## src/common/datapath_params.svh

```systemverilog
`ifndef DATAPATH_PARAMS_SVH
`define DATAPATH_PARAMS_SVH

// Machine word width.
`define DP_XLEN 32

// Architectural register file.
`define DP_NREGS 32
`define DP_REGIDX 5

// Branch-and-link writes the return address to $31.
`define DP_LINKREG 31

// Return address is the instruction address plus two words.
`define DP_LINKOFS 8

`endif

```

## src/regFile.sv

```systemverilog
`timescale 1ns/10ps
`include "datapath_params.svh"

module regFile (
    input  logic                  clk,
    input  logic                  reset,
    input  logic                  wen,
    input  logic [`DP_REGIDX-1:0] writeAddr,
    input  logic [`DP_XLEN-1:0]   writeData,
    input  logic [`DP_REGIDX-1:0] readAddr0,
    input  logic [`DP_REGIDX-1:0] readAddr1,
    output logic [`DP_XLEN-1:0]   readData0,
    output logic [`DP_XLEN-1:0]   readData1,
    output logic [`DP_XLEN-1:0]   registerV0
);

    logic [`DP_XLEN-1:0] regs [`DP_NREGS];

    // Single write port, $0 is never written.
    always_ff @(posedge clk) begin
        if (reset) begin
            for (int i = 0; i < `DP_NREGS; i++) begin
                regs[i] <= '0;
            end
        end else if (wen && (writeAddr != '0)) begin
            regs[writeAddr] <= writeData;
        end
    end

    // Asynchronous reads.
    always_comb begin
        if (readAddr0 == '0) begin
            readData0 = '0;       // Hard-wired zero.
        end else begin
            readData0 = regs[readAddr0];
        end

        if (readAddr1 == '0) begin
            readData1 = '0;
        end else begin
            readData1 = regs[readAddr1];
        end
    end

    assign registerV0 = regs[2];  // $v0 for observation.

endmodule

```

## config.mk

```make
export PLATFORM = sky130hd
export DESIGN_NAME = regFile
export DESIGN_NICKNAME = d
export VERILOG_FILES = /design/src/regFile.sv
export VERILOG_INCLUDE_DIRS = /design/src /design/src/common
export SDC_FILE = /design/constraint.sdc
export NUM_CORES = 2
export LEC_CHECK = 0
export CAP_MARGIN = 20
export CORE_MARGIN = 3
export CORE_UTILIZATION = 29
export CTS_CLUSTER_DIAMETER = 120
export CTS_CLUSTER_SIZE = 14
export DETAILED_ROUTE_END_ITERATION = 10
export DONT_BUFFER_PORTS = 1
export RECOVER_POWER = 50
export SYNTH_ARGS = -nofsm -noshare
export SYNTH_HDL_FRONTEND = slang
export SYNTH_SLANG_ARGS = --single-unit
```

## constraint.sdc

```tcl
create_clock -name clk -period 2.3 [get_ports clk]
set_clock_uncertainty 0.05 [all_clocks]
set_input_delay 0.115 -clock clk [delete_from_list [all_inputs] [get_ports clk]]
set_output_delay 0.115 -clock clk [all_outputs]
set_load 0.005 [all_outputs]
```

Word-level counts from Yosys, hierarchy flattened
Memory sizes are Yosys's and may differ from the RTL's.
Index checks and enable logic that the tools add are counted.
- add/sub/neg operators: 0
- $mul: 0
- div/mod/pow operators: 0
- magnitude comparators: 0
- eq/ne operators: 0
- shift operators: 0
- mux-type cells: 10
- bitwise gates (word level): 0
- reductions and logical operators: 5
- operator list (kind ; number):
    $mux 32 ; 3
    $reduce_or 32->1 ; 1
    $logic_not 5->1 ; 2
    $mux 1 ; 6
    $mux 5 ; 1
    $reduce_bool 5->1 ; 1
    $logic_and 1x1->1 ; 1
- register bits: 0
- latch bits: 0
- bits in writable memories: 1024
- bits in read-only memories: 0
- bits of input ports: 50
- output and inout port bits: 96
- word-level logic and storage cells: 16
- memories: 1
- memory list (name ; depth ; bits a word ; rd ports ; clocked after Yosys merged registers in ; wr ports ; RTL line ; source):
    regs ; 32 ; 32 ; 3 ; 0 ; 32 ; regFile.sv:17 ; logic [`DP_XLEN-1:0] regs [`DP_NREGS];

Longest topological paths before layout
- depth in word-level cells: 7
- depth in mapped cells: 9
- gate-level depth less buffers: 4

Worst setup path before layout
Ideal clock, no wire load.
- path kind: input -> output
- from: input port readAddr1[2]
- to: output port readData1[11]
- data arrival time: 1.732 ns
- data required time: 2.135 ns
- setup slack: 0.403 ns
- cell stages on the path: 7
- buffers on the path: 3
- cells stage by stage: buf_2 -> buf_6 -> clkbuf_1 -> mux4_2 -> mux4_2 -> o22ai_1 -> nor3_1
- word-level cells in the longest chain between the ends: 2
- RTL lines (element ; RTL line ; source):
    start: declaration ; regFile.sv:11 ; input logic [`DP_REGIDX-1:0] readAddr1,
    $mem_v2 32x32 / $logic_not 5->1 (equally long branches) ; n/a ;
    $mux 32 (*) ; regFile.sv:38 ; if (readAddr1 == '0) begin
    end: declaration ; regFile.sv:13 ; output logic [`DP_XLEN-1:0] readData1,
Every way passes the cells marked *; elsewhere a longest branch is shown, timed or not.

==> results.py <==
metrics = {
    "logic_synthesis": {
        "synth-edff-count": 1024,
        "syn_area_mm2": 0.0541,
        "avgSynthCellArea_um2": 15.5,
        "synth_seq_area_share_pct": 56.8,
        "ys_seq_elements": 1024,
        "yosys.area.top_type": "edfxtp_1",
        "syn-instance-count": 3493,
        "synthSimpleGateAreaFrac_pct": 13.2,
        "synth_top_family_by_area": "multiplexers",
        "synth-main-ff-cell": "edfxtp_1",
        "synthTopCellsByArea": "edfxtp_1, mux4_2, and2_1",
        "yosys_warnings": 0,
        "yosysUniqueCellTypes": 44,
        "synth_adder_area_share_pct": 0,
        "synth_compound_area_share_pct": 3.60,
        "synth-async-reset-ratio_pct": 0,
        "synth_xor_area_share_pct": 0,
        "synth_top_area_share_pct": 56.8,
        "muxShareOfSynthArea_pct": 23.2,
    },
    "grt": {
        "antenna_found_initial": 21,
        "grt_pass1_vias": 34100,
        "grt_pass1_wl_um": 266000,
        "grt_max_degree": 312,
        "grt_use_total_pct": 19.5,
        "grt-ovfl-total": 0,
    },
    "timing": {
        "final-setup-viol-count": 726,
        "finalCritPeriodShare_pct": 121,
        "drv_slew": 120,
        "tightest_slew_ps": 2060,
        "final.min_clock_period_ps": 2780,
        "holdWs_ps": 178,
        "hold_viol_final": 0,
        "fmax_mhz": 359,
        "fin_ws_ps": -484,
        "timing.setup.tns_ps": -91910,
        "grt_setup_unrepaired": "true",
        "slew-limit-headroom_pct": -37.6,
    },
    "setup_path": {
        "critPathCaptureType": "primary output",
        "slowest_stage": "mux4_2",
        "start_kind": "register",
        "crit_start": "regs[31][19]",
        "critPathMaxFanout": 2,
        "cp.arrival_ps": 2620,
        "critPathBufInv": 2,
        "path_delay_family": "multiplexers",
        "path_class": "register to primary output",
        "cpMostUsedCell": "mux4_2",
        "crit_required_ps": 2130,
        "cp_cell_sequence": "mux4_2, mux4_2, o22ai_2, buf_6, nor3_2, buf_4",
        "critPathMaxStageDelay_ps": 580,
    },
    "place": {
        "hpwl_um": 111000,
        "post-place-ws_ps": -581,
        "gp_congestion": 0.839,
        "io_buffers": 0,
    },
    "clocking": {
        "tritoncts": "done",
        "clock-sinks": 1024,
        "cts_max_level": 3,
        "clockBufferDepth": 3,
        "cts_inserted_buffers": 83,
        "clkTransAtPathRegs_ps": 70,
        "cts-root-buf": "clkbuf_16",
    },
    "floorplan": {
        "ios": 146,
        "fp.dieH_um": 438,
        "die_w_um": 438,
        "core_area_mm2": 0.184,
        "dieArea_mm2": 0.192,
        "num_rows": 157,
        "initial_core_util_pct": 29.4,
    },
    "power": {
        "leakage_nw": 20.6,
        "powerDensity_mw_per_mm2": 650,
        "peakVddDrop_mv": 0.553,
    },
    "route": {
        "remaining_drc_errors": 0,
        "drtAntennaViolNets": 0,
        "vias": 33700,
        "vias_per_cell": 5.55,
        "top_layer_used": "met4",
        "wl_met3_um": 17000,
        "wl_met1_um": 72600,
        "wl_met2_um": 89800,
        "routed_wl_um": 190000,
        "wl_per_cell_um": 31.3,
        "firstDrtPassIters": 6,
        "drt_iter0_drc": 4354,
    },
    "status": {
        "violations": "capacitance limit, slew limit, setup timing",
        "status": "finished, violations left",
    },
    "hold_path": {
        "hold_path_class": "input port to register",
        "hold_depth": 4,
        "hp-start": "writeAddr[4]",
        "min_to": "regs[18][13]",
    },
    "finish": {
        "fin_util_pct": 34.0,
        "top_regs": "regs (1024)",
        "syn_to_final_growth_pct": 15.7,
        "layout_common_cells": "edfxtp_1, and2_1, mux4_2",
        "nets": 3639,
        "top_register": "regs",
        "drive_gt1_share_pct": 30.7,
        "layout_commonest_cell": "edfxtp_1",
        "largest_reg_flops": 1024,
    },
    "flow_run": {
        "cap_violations": 5,
    },
}
logic make-up after synthesis:
kind of cell | Yosys count
flip-flops | 1024
AO/OA/AOI/OAI | 258
AND/OR/NAND/NOR | 1170
multiplexers | 655
buffers and inverters | 385
other | 1
layout make-up:
class                   instances  area [um2]
diodes                         10        25.0
clock buffers                  85        2130
clock inverters                 3        33.8
fillers                     17700      122000
inverters                       1        3.75
multi-input cells            2115       23300
flip-flops and latches       1024       30700
well taps                    2464        3080
repair buffers                364        3330
Yosys cell counts (4+ instances only):
library cell and number:
a211oi_1 34, clkbuf_1 280, nor4_1 4, mux4_2 475
nor2b_1 10, nand3_1 4, and2_1 995, buf_2 52
mux2_2 34, buf_1 10, a2111oi_0 26, a21oi_1 10
o22ai_1 83, edfxtp_1 1024, nand3b_1 5, nand2b_1 6
buf_6 15, a22o_1 51, or2_2 33, nand2_1 10
buf_4 26, o221ai_1 26, nor2_1 37, mux2i_1 146
a22oi_1 15, nor3_1 55
worst max path at each step:
stage               endpoint  slack (ps)  cells past startpoint
4_1_cts        readData1[19]        -520                      6
6_report       readData1[19]        -480                      6
3_5_place_dp   readData0[11]        -580                      6
5_1_grt        readData1[19]        -530                      6
2_1_floorplan  readData1[11]         400                      7
3_3_place_gp   readData0[30]        -840                      6
where the power goes:
part | switching, mW | total [mW] | internal (mW) | leakage [nW]
Combinational | 2.74 | 5.53 | 2.80 | 9.83
Sequential | 0.547 | 22.1 | 21.5 | 9.75
Clock | 6.58 | 13.1 | 6.53 | 1.06
Total | 9.86 | 40.7 | 30.9 | 20.6
through the flow:
| step | cell area (um2) | instances | power (mW) |
|---|---|---|---|
| 2_1_floorplan | 54200 | 3524 | 25.5 |
| 3_3_place_gp | 58700 | 5910 | 27.2 |
| 3_5_place_dp | 58700 | 5911 | 27.2 |
| 4_1_cts | 62500 | 6033 | 40.8 |
| 5_1_grt | 62600 | 6058 | 41.8 |
| 6_report | 62700 | 6066 | 40.7 |
timing repair:
item                       4_1_cts  5_1_grt
hold buffers                    42        0
resized for setup              219       24
gates cloned                     0        0
hold endpoints to repair      1458        0
pin swaps                      114       11
setup endpoints to repair       64       64
buffers inserted                20        9
routing by layer:
layer,vias up,GRT usage [%]
met2,1939,31.6
met4,0,9.09
met5,-,0
li1,13700,-
met3,390,3.82
met1,17700,25.0
No activity file was read; power rests on OpenSTA's default activity.
